`src/cpu_isa_pkg.sv`:
```
`default_nettype none

package cpu_isa_pkg;

	localparam int INSTR_W   = 16;
	localparam int OPCODE_W  = 6;	// Bits 15..10
	localparam int REG_SEL_W = 3;	// rd, rs, rt
	localparam int IMM4_W    = 4;	// imm4 and shamt share bits 3..0
	localparam int IMM7_W    = 7;	// LI immediate
	localparam int IMM10_W   = 10;	// BR offset, CALL target
	localparam int REG_COUNT = 8;
	localparam int SP_REG    = 7;	// r7 is the stack pointer

	// Top two bits give the class
	typedef enum logic [OPCODE_W-1:0] {
		ADD  = 6'b100000,
		ADDI = 6'b100001,
		SUB  = 6'b100010,
		NAND = 6'b100011,
		AND  = 6'b100100,
		ANDI = 6'b100101,
		SRL  = 6'b100110,
		SLL  = 6'b100111,
		XOR  = 6'b101000,
		BR   = 6'b000000,	// PC class
		CALL = 6'b000100,
		RET  = 6'b000101,
		LW   = 6'b001000,	// Memory class
		LI   = 6'b001001,
		POP  = 6'b001010,
		SW   = 6'b001100,
		PUSH = 6'b001110,
		OAMW = 6'b010000,	// Sprite class
		HALT = 6'b011000
	} opcode_t;

	// Second ALU operand
	typedef enum logic [1:0] {
		SRC_RT    = 2'b00,
		SRC_IMM   = 2'b01,
		SRC_SHAMT = 2'b10,
		SRC_NONE  = 2'b11	// Constant one, stack step
	} alu_src_t;

	typedef struct packed {
		logic     call;
		logic     ret;
		logic     branch;
		logic     push_pop;
		logic     pop;
		logic     mem_to_reg;	// Result comes back from memory
		logic     load_imm;
		logic     sign_ext_sel;	// 1 selects sign-extended imm10
		logic     halt;
		alu_src_t alu_src;
		logic     reg_write;
		logic     mem_write;
		logic     mem_read;
		logic     oam_write;
		opcode_t  alu_op;
	} ctrl_t;

endpackage

`default_nettype wire

```
`src/cpu_mem_pkg.sv`:
```
`default_nettype none

package cpu_mem_pkg;

	localparam int ADDR_W    = 8;
	localparam int DATA_W    = 16;
	localparam int MEM_DEPTH = 256;	// Code and data share one array

	localparam logic [ADDR_W-1:0] PROG_LIMIT = 8'h80;	// First data word, code lives below
	localparam logic [ADDR_W-1:0] STACK_BASE = 8'hC0;	// Stack grows upward from here

	// Listed from highest to lowest priority
	typedef enum logic [1:0] {
		REQ_LOAD,
		REQ_DATA,
		REQ_FETCH
	} requester_t;

endpackage

`default_nettype wire

```
`src/mem_port_if.sv`:
```
`timescale 1ns/1ns
`default_nettype none

interface mem_port_if import cpu_mem_pkg::*; ();

	logic              req;		// Held with addr and wdata until gnt
	logic              we;
	logic [ADDR_W-1:0] addr;
	logic [DATA_W-1:0] wdata;
	logic              gnt;		// One cycle, access accepted
	logic              rvalid;	// Read data, one cycle after gnt
	logic [DATA_W-1:0] rdata;

	modport requester (output req, we, addr, wdata, input gnt, rvalid, rdata);
	modport memory (input req, we, addr, wdata, output gnt, rvalid, rdata);

endinterface

`default_nettype wire

```
`src/control_logic.sv`:
```
`timescale 1ns/1ns
`default_nettype none

module control_logic import cpu_isa_pkg::*; (
	input  opcode_t opcode,
	output ctrl_t   ctrl
);

	always_comb begin
		ctrl         = '0;	// Unknown codes stay all-inactive
		ctrl.alu_op  = ADD;
		ctrl.alu_src = SRC_RT;

		// ALU class, only the defined codes write back
		if (opcode[5]) begin
			if (!opcode[4] && (!opcode[3] || opcode[2:0] == 3'b000)) begin
				ctrl.reg_write = 1'b1;
				ctrl.alu_op    = opcode;
				if (!opcode[1])
					ctrl.alu_src = opcode[0] ? SRC_IMM : SRC_RT;	// ADDI, ANDI take imm4
				else
					ctrl.alu_src = opcode[2] ? SRC_SHAMT : SRC_RT;	// SRL, SLL take shamt
			end
		end

		// PC class
		else if (opcode[5:3] == 3'b000) begin
			if (opcode[2:0] == 3'b000) begin		// BR, pc+1 plus offset through the ALU
				ctrl.branch       = 1'b1;
				ctrl.sign_ext_sel = 1'b1;
				ctrl.alu_src      = SRC_IMM;
			end
			else if (opcode[2:1] == 2'b10) begin	// CALL, RET move the SP by one
				ctrl.reg_write    = 1'b1;
				ctrl.alu_src      = SRC_NONE;
				if (!opcode[0]) begin
					ctrl.call      = 1'b1;	// Return address goes to the stack
					ctrl.mem_write = 1'b1;
				end
				else begin
					ctrl.ret        = 1'b1;	// New pc comes from the stack
					ctrl.mem_read   = 1'b1;
					ctrl.mem_to_reg = 1'b1;
					ctrl.alu_op     = SUB;
				end
			end
		end

		// Memory class
		else if (opcode[5:3] == 3'b001) begin
			if (!opcode[2]) begin
				case (opcode[1:0])
					2'b00: begin	// LW, rs plus imm4
						ctrl.reg_write  = 1'b1;
						ctrl.mem_read   = 1'b1;
						ctrl.mem_to_reg = 1'b1;
						ctrl.alu_src    = SRC_IMM;
					end
					2'b01: begin	// LI, no memory traffic
						ctrl.reg_write = 1'b1;
						ctrl.load_imm  = 1'b1;
					end
					2'b10: begin	// POP
						ctrl.reg_write  = 1'b1;
						ctrl.mem_read   = 1'b1;
						ctrl.mem_to_reg = 1'b1;
						ctrl.push_pop   = 1'b1;
						ctrl.pop        = 1'b1;
						ctrl.alu_src    = SRC_NONE;
						ctrl.alu_op     = SUB;	// SP - 1
					end
					default: ;
				endcase
			end
			else if (opcode[1:0] == 2'b00) begin	// SW
				ctrl.mem_write = 1'b1;
				ctrl.alu_src   = SRC_IMM;
			end
			else if (opcode[1:0] == 2'b10) begin	// PUSH
				ctrl.mem_write = 1'b1;
				ctrl.reg_write = 1'b1;		// SP + 1
				ctrl.push_pop  = 1'b1;
				ctrl.alu_src   = SRC_NONE;
			end
		end

		// Sprite class
		else if (opcode[5:4] == 2'b01 && opcode[2:0] == 3'b000) begin
			ctrl.oam_write = !opcode[3];
			ctrl.halt      = opcode[3];
		end
	end

endmodule

`default_nettype wire

```
`src/fetch_unit.sv`:
```
`timescale 1ns/1ns
`default_nettype none

module fetch_unit import cpu_mem_pkg::*; (
	input  logic              clk,
	input  logic              reset,
	input  logic              start,
	input  logic              redirect,
	input  logic [ADDR_W-1:0] redirect_pc,
	input  logic              instr_take,
	output logic              instr_valid,
	output logic [DATA_W-1:0] instr_word,
	mem_port_if.requester     mem
);

	logic              active;		// Set by the first start
	logic [ADDR_W-1:0] fetch_ptr;
	logic [DATA_W-1:0] queue [2];
	logic              head;
	logic [1:0]        count;		// Queue entries
	logic [1:0]        inflight;	// Granted, rvalid not yet seen
	logic [1:0]        inflight_next;
	logic [1:0]        stale;		// In-flight reads from before a flush
	logic              flush;
	logic              keep;		// Return that belongs in the queue

	assign flush = start | redirect;
	assign keep  = mem.rvalid && (stale == 2'd0);

	// Never more than two words owed to the queue
	assign mem.req   = active && ((count + inflight) < 2'd2);
	assign mem.we    = 1'b0;
	assign mem.addr  = fetch_ptr;
	assign mem.wdata = '0;

	assign inflight_next = inflight + {1'b0, mem.gnt} - {1'b0, mem.rvalid};

	assign instr_valid = (count != 2'd0);
	assign instr_word  = queue[head];

	always_ff @(posedge clk) begin
		if (reset) begin
			active    <= 1'b0;
			fetch_ptr <= '0;
			head      <= 1'b0;
			count     <= 2'd0;
			inflight  <= 2'd0;
			stale     <= 2'd0;
		end
		else begin
			inflight <= inflight_next;
			if (start)
				active <= 1'b1;
			if (flush) begin
				fetch_ptr <= start ? '0 : redirect_pc;
				head      <= 1'b0;
				count     <= 2'd0;
				stale     <= inflight_next;	// Whatever is still out is old path
			end
			else begin
				if (mem.gnt)
					fetch_ptr <= fetch_ptr + 1'b1;
				if (mem.rvalid && stale != 2'd0)
					stale <= stale - 1'b1;	// Drop it
				count <= count + {1'b0, keep} - {1'b0, instr_take};
				if (instr_take)
					head <= ~head;
			end
		end
	end

	// Tail slot is head + count
	always_ff @(posedge clk) begin
		if (keep && !flush)
			queue[head ^ count[0]] <= mem.rdata;
	end

endmodule

`default_nettype wire

```
`src/execute_unit.sv`:
```
`timescale 1ns/1ns
`default_nettype none

module execute_unit import cpu_isa_pkg::*, cpu_mem_pkg::*; (
	input  logic                 clk,
	input  logic                 reset,
	input  logic                 start,
	input  logic                 instr_valid,
	input  logic [INSTR_W-1:0]   instr_word,
	output logic                 instr_take,
	output logic                 redirect,
	output logic [ADDR_W-1:0]    redirect_pc,
	mem_port_if.requester        mem,
	output logic                 oam_we,
	output logic [ADDR_W-1:0]    oam_addr,
	output logic [DATA_W-1:0]    oam_data,
	output logic                 running,
	input  logic [REG_SEL_W-1:0] dbg_sel,
	output logic [DATA_W-1:0]    dbg_data
);

	typedef enum logic [1:0] {IDLE, EXEC, MEM_WAIT, READ_WAIT} state_t;

	state_t               state;
	logic [DATA_W-1:0]    regs [REG_COUNT];
	logic [ADDR_W-1:0]    pc;
	logic [ADDR_W-1:0]    pc_inc;
	opcode_t              opcode;
	ctrl_t                ctrl;
	logic [REG_SEL_W-1:0] rd, rs, rt;
	logic                 go;			// Head instruction taken this cycle
	logic                 stack_op;
	logic [DATA_W-1:0]    imm_ext, alu_a, alu_b, alu_y;
	logic [ADDR_W-1:0]    acc_addr;
	logic [DATA_W-1:0]    acc_wdata;
	logic                 we_q;
	logic [ADDR_W-1:0]    addr_q;
	logic [DATA_W-1:0]    wdata_q;
	logic                 ld_ret;		// Pending read is a return address
	logic [REG_SEL_W-1:0] ld_rd;

	assign opcode = opcode_t'(instr_word[INSTR_W-1 -: OPCODE_W]);

	control_logic dec0 (
		.opcode (opcode),
		.ctrl   (ctrl)
	);

	assign rd       = instr_word[9:7];
	assign rs       = instr_word[6:4];
	assign rt       = instr_word[2:0];
	assign go       = (state == EXEC) && instr_valid;
	assign stack_op = ctrl.push_pop | ctrl.call | ctrl.ret;
	assign pc_inc   = pc + 1'b1;

	assign instr_take = go;
	assign dbg_data   = regs[dbg_sel];

	assign imm_ext = ctrl.sign_ext_sel ?
		{{(DATA_W-IMM10_W){instr_word[IMM10_W-1]}}, instr_word[IMM10_W-1:0]} :
		DATA_W'(instr_word[IMM4_W-1:0]);

	always_comb begin
		if (ctrl.branch)
			alu_a = DATA_W'(pc_inc);	// Branch target
		else if (stack_op)
			alu_a = regs[SP_REG];
		else
			alu_a = regs[rs];
		case (ctrl.alu_src)
			SRC_RT:    alu_b = regs[rt];
			SRC_IMM:   alu_b = imm_ext;
			SRC_SHAMT: alu_b = DATA_W'(instr_word[IMM4_W-1:0]);
			default:   alu_b = DATA_W'(1);
		endcase
	end

	always_comb begin
		case (ctrl.alu_op)
			ADD, ADDI: alu_y = alu_a + alu_b;
			SUB:       alu_y = alu_a - alu_b;
			NAND:      alu_y = ~(alu_a & alu_b);
			AND, ANDI: alu_y = alu_a & alu_b;
			SRL:       alu_y = alu_a >> alu_b[IMM4_W-1:0];
			SLL:       alu_y = alu_a << alu_b[IMM4_W-1:0];
			XOR:       alu_y = alu_a ^ alu_b;
			default:   alu_y = alu_a;
		endcase
	end

	// PUSH and CALL store at the old SP, POP and RET read at the new one
	assign acc_addr  = (ctrl.call || (ctrl.push_pop && !ctrl.pop)) ?
		regs[SP_REG][ADDR_W-1:0] : alu_y[ADDR_W-1:0];
	assign acc_wdata = ctrl.call ? DATA_W'(pc_inc) : (ctrl.push_pop ? regs[rs] : regs[rd]);

	always_comb begin
		redirect    = 1'b0;
		redirect_pc = alu_y[ADDR_W-1:0];
		if (go && (ctrl.branch || ctrl.call)) begin
			redirect    = 1'b1;
			redirect_pc = ctrl.call ? instr_word[ADDR_W-1:0] : alu_y[ADDR_W-1:0];
		end
		else if (state == READ_WAIT && mem.rvalid && ld_ret) begin
			redirect    = 1'b1;	// RET target straight from memory
			redirect_pc = mem.rdata[ADDR_W-1:0];
		end
	end

	assign mem.req   = (state == MEM_WAIT);
	assign mem.we    = we_q;
	assign mem.addr  = addr_q;
	assign mem.wdata = wdata_q;

	always_ff @(posedge clk) begin
		if (reset) begin
			state   <= IDLE;
			running <= 1'b0;
			oam_we  <= 1'b0;
			pc      <= '0;
			ld_ret  <= 1'b0;
			for (int i = 0; i < REG_COUNT; i++)
				regs[i] <= (i == SP_REG) ? DATA_W'(STACK_BASE) : '0;
		end
		else begin
			oam_we <= 1'b0;
			case (state)
				IDLE: if (start) begin
					state   <= EXEC;
					running <= 1'b1;
					pc      <= '0;
				end
				EXEC: if (go) begin
					pc     <= pc_inc;
					ld_ret <= ctrl.ret;
					if (ctrl.branch)
						pc <= alu_y[ADDR_W-1:0];
					if (ctrl.call)
						pc <= instr_word[ADDR_W-1:0];	// Absolute target
					if (ctrl.reg_write && stack_op)
						regs[SP_REG] <= alu_y;
					else if (ctrl.reg_write && !ctrl.mem_to_reg)
						regs[rd] <= ctrl.load_imm ? DATA_W'(instr_word[IMM7_W-1:0]) : alu_y;
					oam_we <= ctrl.oam_write;
					if (ctrl.mem_read || ctrl.mem_write)
						state <= MEM_WAIT;
					if (ctrl.halt) begin
						state   <= IDLE;
						running <= 1'b0;
					end
				end
				MEM_WAIT: if (mem.gnt)
					state <= we_q ? EXEC : READ_WAIT;
				READ_WAIT: if (mem.rvalid) begin
					if (ld_ret)
						pc <= mem.rdata[ADDR_W-1:0];
					else
						regs[ld_rd] <= mem.rdata;	// LW, POP
					state <= EXEC;
				end
				default: state <= IDLE;
			endcase
		end
	end

	always_ff @(posedge clk) begin
		if (go) begin
			we_q    <= ctrl.mem_write;
			addr_q  <= acc_addr;
			wdata_q <= acc_wdata;
			ld_rd   <= rd;
		end
		if (go && ctrl.oam_write) begin
			oam_addr <= regs[rs][ADDR_W-1:0];
			oam_data <= regs[rt];
		end
	end

endmodule

`default_nettype wire

```
`src/shared_memory.sv`:
```
`timescale 1ns/1ns
`default_nettype none

module shared_memory import cpu_mem_pkg::*; (
	input  logic       clk,
	input  logic       reset,
	mem_port_if.memory load_port,
	mem_port_if.memory data_port,
	mem_port_if.memory fetch_port
);

	logic [DATA_W-1:0] mem_array [MEM_DEPTH];
	requester_t        sel;
	requester_t        rd_owner;		// Port waiting on rdata_q
	logic              any_req;
	logic              sel_we;
	logic [ADDR_W-1:0] sel_addr;
	logic [DATA_W-1:0] sel_wdata;
	logic              wr_ok;
	logic              rd_pending;
	logic [DATA_W-1:0] rdata_q;

	// Fixed priority, load over data over fetch
	always_comb begin
		any_req   = 1'b1;
		sel       = REQ_FETCH;
		sel_we    = fetch_port.we;
		sel_addr  = fetch_port.addr;
		sel_wdata = fetch_port.wdata;
		if (load_port.req) begin
			sel       = REQ_LOAD;
			sel_we    = load_port.we;
			sel_addr  = load_port.addr;
			sel_wdata = load_port.wdata;
		end
		else if (data_port.req) begin
			sel       = REQ_DATA;
			sel_we    = data_port.we;
			sel_addr  = data_port.addr;
			sel_wdata = data_port.wdata;
		end
		else
			any_req = fetch_port.req;
	end

	assign load_port.gnt  = any_req && (sel == REQ_LOAD);
	assign data_port.gnt  = any_req && (sel == REQ_DATA);
	assign fetch_port.gnt = any_req && (sel == REQ_FETCH);

	assign wr_ok = (sel != REQ_DATA) || (sel_addr >= PROG_LIMIT);	// Program area is read-only to stores

	always_ff @(posedge clk) begin
		if (any_req && sel_we && wr_ok)
			mem_array[sel_addr] <= sel_wdata;
		rdata_q <= mem_array[sel_addr];
	end

	always_ff @(posedge clk) begin
		if (reset) begin
			rd_pending <= 1'b0;
			rd_owner   <= REQ_FETCH;
		end
		else begin
			rd_pending <= any_req && !sel_we;
			rd_owner   <= sel;
		end
	end

	assign load_port.rvalid  = rd_pending && (rd_owner == REQ_LOAD);
	assign data_port.rvalid  = rd_pending && (rd_owner == REQ_DATA);
	assign fetch_port.rvalid = rd_pending && (rd_owner == REQ_FETCH);
	assign load_port.rdata   = rdata_q;
	assign data_port.rdata   = rdata_q;
	assign fetch_port.rdata  = rdata_q;

endmodule

`default_nettype wire

```
`src/game_cpu_top.sv`:
```
`timescale 1ns/1ns
`default_nettype none

module game_cpu_top (
	input  logic        clk,
	input  logic        reset,
	input  logic        start,
	input  logic        prog_we,
	input  logic [7:0]  prog_addr,
	input  logic [15:0] prog_data,
	output logic        running,
	output logic        oam_we,
	output logic [7:0]  oam_addr,
	output logic [15:0] oam_data,
	input  logic [2:0]  dbg_sel,
	output logic [15:0] dbg_data
);

	mem_port_if load_if ();
	mem_port_if data_if ();
	mem_port_if fetch_if ();

	logic        instr_valid;
	logic        instr_take;
	logic [15:0] instr_word;
	logic        redirect;
	logic [7:0]  redirect_pc;
	logic        fetch_start;	// Start only counts while halted

	// Load strobe, granted the same cycle by priority
	assign load_if.req   = prog_we && !running;
	assign load_if.we    = 1'b1;
	assign load_if.addr  = prog_addr;
	assign load_if.wdata = prog_data;

	assign fetch_start = start && !running;

	fetch_unit fetch0 (
		.clk         (clk),
		.reset       (reset),
		.start       (fetch_start),
		.redirect    (redirect),
		.redirect_pc (redirect_pc),
		.instr_take  (instr_take),
		.instr_valid (instr_valid),
		.instr_word  (instr_word),
		.mem         (fetch_if)
	);

	execute_unit exec0 (
		.clk         (clk),
		.reset       (reset),
		.start       (start),
		.instr_valid (instr_valid),
		.instr_word  (instr_word),
		.instr_take  (instr_take),
		.redirect    (redirect),
		.redirect_pc (redirect_pc),
		.mem         (data_if),
		.oam_we      (oam_we),
		.oam_addr    (oam_addr),
		.oam_data    (oam_data),
		.running     (running),
		.dbg_sel     (dbg_sel),
		.dbg_data    (dbg_data)
	);

	shared_memory mem0 (
		.clk        (clk),
		.reset      (reset),
		.load_port  (load_if),
		.data_port  (data_if),
		.fetch_port (fetch_if)
	);

endmodule

`default_nettype wire

```
`config.mk`:
```
export PLATFORM = sky130hd
export DESIGN_NAME = game_cpu_top
export DESIGN_NICKNAME = d
export VERILOG_FILES = /design/src/cpu_isa_pkg.sv /design/src/cpu_mem_pkg.sv /design/src/mem_port_if.sv /design/src/control_logic.sv /design/src/fetch_unit.sv /design/src/execute_unit.sv /design/src/shared_memory.sv /design/src/game_cpu_top.sv
export SDC_FILE = /design/constraint.sdc
export NUM_CORES = 2
export LEC_CHECK = 0
export BUFFER_PORTS_ARGS = -buffer_cell sky130_fd_sc_hd__buf_2
export CAP_MARGIN = 5
export CORE_UTILIZATION = 59
export CTS_BUF_LIST = sky130_fd_sc_hd__clkbuf_4 sky130_fd_sc_hd__clkbuf_8
export DETAILED_ROUTE_END_ITERATION = 8
export MAX_ROUTING_LAYER = met4
export PLACE_DENSITY_LB_ADDON = 0.2
export SYNTH_ARGS = -nofsm -noshare
export SYNTH_HDL_FRONTEND = slang
export SYNTH_MEMORY_MAX_BITS = 65536
export SYNTH_SLANG_ARGS = --single-unit
```
`constraint.sdc`:
```
create_clock -name clk -period 14.6 [get_ports clk]
set_input_delay 0 -clock clk [delete_from_list [all_inputs] [get_ports clk]]
set_output_delay 0 -clock clk [all_outputs]
set_load 0.005 [all_outputs]
```
-- Word level (Yosys, flattened, before mapping)
Memories as Yosys holds them, arrays and structs flattened. A register that Yosys moved wholly into a read port is not among the register bits.
Cells that the tools add are included.
- bitwise operators: 11
- reduce and logical (&&, ||, !) cells: 59
- order comparisons: 2
- mux-type cells: 135
- eq/ne operators: 31
- add/subtract/negate cells: 10
- shift operators: 2
- operators with widths (operator ; count):
    $mux W16 ; 10
    $mux W8 ; 16
    $pmux W16 S7 ; 1
    $mux W1 ; 60
    $eq A6 B6 Y1 const B ; 9
    $mux W2 ; 24
    $pmux W16 S3 ; 1
    $reduce_or A16 Y1 ; 2
    $mux W3 ; 9
    $pmux W8 S3 ; 1
    $logic_and A1 B1 Y1 ; 23
    $mux W5 ; 4
    $mux W6 ; 3
    $add A16 B16 Y16 ; 1
    $add A8 B1 Y8 const B ; 2
    $and A16 B16 Y16 ; 1
    $not A16 Y16 ; 1
    $shl A16 B4 Y16 ; 1
    $shr A16 B4 Y16 ; 1
    $sub A16 B16 Y16 ; 1
    $xor A16 B16 Y16 ; 1
    $eq A2 B2 Y1 const B ; 7
    $eq A2 B1 Y1 const B ; 6
    $ne A2 B1 Y1 const B ; 6
    other kinds (28) ; 59
- output and inout port bits: 42
- bits in writable memories: 4256
- memories kept: 3
- register bits: 84
- memories (memory ; depth ; width ; rd ports ; clocked after memory_dff ; write ports ; RTL line ; source):
    mem0.mem_array ; 256 ; 16 ; 1 ; 1 ; 1 ; shared_memory.sv:12 ; logic [DATA_W-1:0] mem_array [MEM_DEPTH];
    exec0.regs ; 8 ; 16 ; 5 ; 0 ; 8 ; execute_unit.sv:25 ; logic [DATA_W-1:0] regs [REG_COUNT];
    fetch0.queue ; 2 ; 16 ; 1 ; 1 ; 1 ; fetch_unit.sv:18 ; logic [DATA_W-1:0] queue [2];

-- Depth between registers and ports, before layout
- depth in word-level cells: 18
- mapped depth: 27
- gate-level depth less buffers: 22

-- By module
Synthesis repeated with hierarchy kept, for this count alone.
- cells, all modules: 13105
- area, all modules: 179439.6 um^2
- modules (own cells, without submodules) (module ; cells each ; instances ; area each (um^2)):
    shared_memory ; 11282 ; 1 ; 160985.6
    execute_unit ; 1580 ; 1 ; 15852.7
    fetch_unit ; 184 ; 1 ; 2230.9
    control_logic ; 56 ; 1 ; 354.1
    game_cpu_top ; 3 ; 1 ; 16.3

-- Worst setup path after synthesis
Ideal clock, no wire load.
- path kind: reg-to-reg
- start point: reg exec0.state[0]
- end point: mem mem0.mem_array[0][10] (data pin)
- stages on the path, launching flop included: 8
- setup slack: 0.819 ns
- data arrival time: 11.594 ns
- data required time: 12.413 ns
- setup time: 2.187 ns
- path through: dfxtp_1 inv_1 ha_1 buf_1 clkbuf_1 clkbuf_1 nand2_1 o21ai_0
- cells in the longest elaborated chain, start to end: 3
- RTL lines (item ; RTL line ; source):
    from (decl) ; execute_unit.sv:24 ; state_t state;
    from (signal assigned) ; execute_unit.sv:152 ; state <= we_q ? EXEC : READ_WAIT;
    $eq A2 B2 Y1 ; execute_unit.sv:109 ; assign mem.req = (state == MEM_WAIT);
    $mux W16 ; shared_memory.sv:36 ; else if (data_port.req) begin
    $mux W16 ; shared_memory.sv:30 ; if (load_port.req) begin
    net mem0.sel_wdata[10] ; shared_memory.sv:18 ; logic [DATA_W-1:0] sel_wdata;
    to (decl) ; shared_memory.sv:12 ;
The timed path passes the listed nets, and every way through them passes these cells.

==> metrics <==
status finished clean; Post-Route WL 548 mm; vias in the first global route 102566; Fin Clk Skew 0.114 ns; Post-synth EDFFs 4308; mean post-synth cell area 17.4 sq um; post-CTS resize count 0; IO Port Bufs 72; # clock sinks 4357; Final nets 11017; initial core utilization 59.3%; post-synthesis cell count 10320; Critical Path AT 9.47 ns; sequential area share after synthesis 72.6%; Worst IR Drop VDD 0.102 mV; fraction of registers with async set/reset 0%; Worst Path Required 15.55 ns; Inserted Clock Buffers 678; crit end category flip-flop; first-pass GRT wire length 770 mm; #FFs+latches synth 4357; Place WS 6.31 ns; Power per Cell Area 147 nW/um^2; 1st-iter DRT viols 16926; total negative slack 0 ns; final setup margin 6.08 ns; r2r endpoint exec0.regs[4][14]$_SDFFCE_PN0P_; die width 554 um; CP endpoint exec0.regs[4][14]$_SDFFCE_PN0P_; die height 554 um; Hold WC Path Type in -> reg; Slew Limit Headroom 2.57%; Max Fclk 117 MHz; Final period util 58.4%; DR pass1 iterations 9; IO Pins 73; Cells after DPL 14198; critical path type reg -> reg; total grt overflow 0; H-tree Lvls 6; R2R depth 23; die area 306000 sq um; Clock transition at path regs 0.06 ns; Placer Congestion 0.989; static leakage 0.0656 uW; Max Transition Viols Final 0; Final setup viols 0; crit path max fanout 42; WL/cell 35.4 um; hpwl dp 340 mm; Routed Antenna Nets 0; drt drc 0; via count 105739; post-synth cell types 110; Synth Flop Type edfxtp_1; Post-Syn Area 179000 sq um; CTS tree yes; Root Buffer clkbuf_8; syn nets 10398; crit path time final 8.52 ns; max-cap viol count 0; RSZ-0062 raised after global routing false; FF-to-FF setup slack 6.08 ns; Final Hold Viols 0; layout cell share with drive strength beyond 1 24.8%; largest net degree at the start of global routing 177; GR Util All Layers 36.8%; clock network latency to the later pin of the worst-skew pair 1.28 ns; Worst setup SP type flip-flop; Max Root-Sink Buffers 4; Synthesis Warnings 0; antenna violations before repair 39; area grow syn2layout 11.6%; vias per std cell 6.83; Post-Layout Cell Count 15474; std cell rows 202; Core Box Area 303000 sq um; slew at the pin closest to its max-slew limit 1.45 ns
==> Yosys cell counts (19+ instances only) <==
master    count  share of area [%]
edfxtp_1   4308                 72
nand2_1    1380                2.9
mux4_2     1059                 13
nor2_1      577                1.2
nand3_1     544                1.5
clkbuf_1    330               0.69
a21oi_1     190               0.53
buf_2       181               0.50
o21ai_0     158               0.44
and3_1      142               0.49
buf_1       114               0.24
a31oi_1     101               0.35
and2_1       87               0.30
nor3_1       87               0.24
mux2i_1      80               0.45
o211ai_1     76               0.32
nand2b_1     56               0.20
inv_1        55               0.12
a211oi_1     51               0.21
dfxtp_1      49               0.55
o22ai_1      49               0.17
ha_1         46               0.32
nor2b_1      39               0.14
a311oi_1     33               0.16
a22oi_1      31               0.13
mux2_2       31               0.19
o21bai_1     30               0.13
xnor2_1      30               0.15
o31ai_1      29               0.12
a21o_1       22              0.092
nand4_1      21              0.073
or2_2        19              0.066
==> state kept, by name, summed over array words and instances (netlist names), 3 cells and up, named ones only <==
signal and count:
exec0.pc 8, exec0.oam_addr 8, exec0.mem.addr 8, fetch0.mem.addr 8, mem0.mem_array 4096, fetch0.queue 32
exec0.ld_rd 3, exec0.mem.wdata 16, exec0.oam_data 16, exec0.regs 128, mem0.data_port.rdata 16
==> cell usage in the layout, fill, tap and decap left out, types with 31 or more instances in the layout <==
cell type	instances
a211oi_1	43
a21oi_1	185
a22oi_1	31
a311oi_1	31
a31oi_1	100
and2_1	87
and3_1	142
buf_2	73
buf_4	448
clkbuf_4	219
clkbuf_8	691
clkinv_1	179
clkinv_2	50
dfxtp_1	48
dlygate4sd3_1	37
edfxtp_1	4308
ha_1	46
inv_1	54
mux2_2	31
mux2i_1	76
mux4_2	1059
nand2_1	1371
nand2b_1	56
nand3_1	539
nor2_1	557
nor2b_1	38
nor3_1	84
o211ai_1	76
o21ai_0	142
o22ai_1	49
==> power breakdown <==
part,internal (uW),leakage (uW),switching (uW)
combinational,1750,0.0186,3350
clock,5240,0.00699,4870
sequential,14200,0.0400,137
==> final cells by class <==
class                           count  area, sq um
Sequential cell                  4357       130000
Fill cell                       20129       103000
Clock inverter                    298         2140
Tap cell                         3978         4980
Inverter                           63          241
Clock buffer                      909        11100
Multi-Input combinational cell   5254        46700
Antenna cell                       30         75.1
Timing Repair Buffer              585         4630
==> stage by stage <==
step / utilization (%) / total power (uW) / hold WS [ns] / area (sq um)
floorplan: - / 17900 / 0.201 / 179000
global placement: 61.6 / 19500 / 0.393 / 186000
detailed placement: 61.6 / 19500 / 0.409 / 186000
CTS: 66.1 / 29500 / 0.00652 / 200000
global route: 66.1 / 30300 / 0.0257 / 200000
finish: 66.1 / 29500 / 0.0488 / 200000
==> per-layer routing <==
layer | up-vias | track usage [%] | routed length (um)
li1 | 42491 | - | -
met1 | 54320 | 50.2 | 202000
met2 | 7661 | 52.8 | 246000
met3 | 1267 | 9.16 | 68800
met4 | 0 | 17.3 | 30100
met5 | - | - | 0
==> repair_timing <==
action	CTS	global route
buffers inserted	0	0
hold endpoints to repair	1516	0
hold buffers	37	0
==> critical path: stages, from the launching register on <==
cell	delay, ns
dfxtp_4	0.54
buf_4	0.59
nand2b_1	0.58
nand2_1	0.55
a31oi_1	0.29
o21ai_0	0.32
a311oi_4	0.37
buf_4	0.41
inv_2	0.35
ha_1	0.38
mux2_2	0.29
fa_1	0.41
nand2b_1	0.18
a21boi_0	0.25
o21ai_0	0.17
a211oi_1	0.36
o21ai_0	0.22
a21oi_1	0.27
o21a_1	0.15
nor2_1	0.05
xnor2_1	0.14
a211oi_1	0.60
o21ai_1	0.43
and2_1	0.25
==> kinds of logic (layout without fill, tap and decap cells) <==
logic type	Yosys count	count (layout)	share of synthesized area, %
xor gates and xnor gates	43	43	0.218
adders and majority gates	47	47	0.332
AOI/OAI and AO/OA	986	986	3.83
other	0	30	0
muxes	1176	1176	14.0
and+or+nand+nor	3002	3002	7.35
buffers and inverters	709	1855	1.67
DFF	4357	4357	72.6
==> how the worst min path moves through the flow <==
| stage | startpoint | endpoint | cells after the start |
|---|---|---|---|
| final | prog_data[12] | mem0.mem_array[184][12]$_DFFE_PP_ | 5 |
| after global routing | prog_data[12] | mem0.mem_array[184][12]$_DFFE_PP_ | 5 |
| after CTS | prog_data[11] | mem0.mem_array[158][11]$_DFFE_PP_ | 4 |
| after detailed placement | exec0.oam_data[11]$_DFFE_PP_ | oam_data[11] | 1 |
| after global placement | exec0.oam_data[1]$_DFFE_PP_ | oam_data[1] | 1 |
| after floorplan | reset | fetch0.mem.addr[6]$_SDFFE_PP0P_ | 2 |
Power figures use the tool's default switching activity.
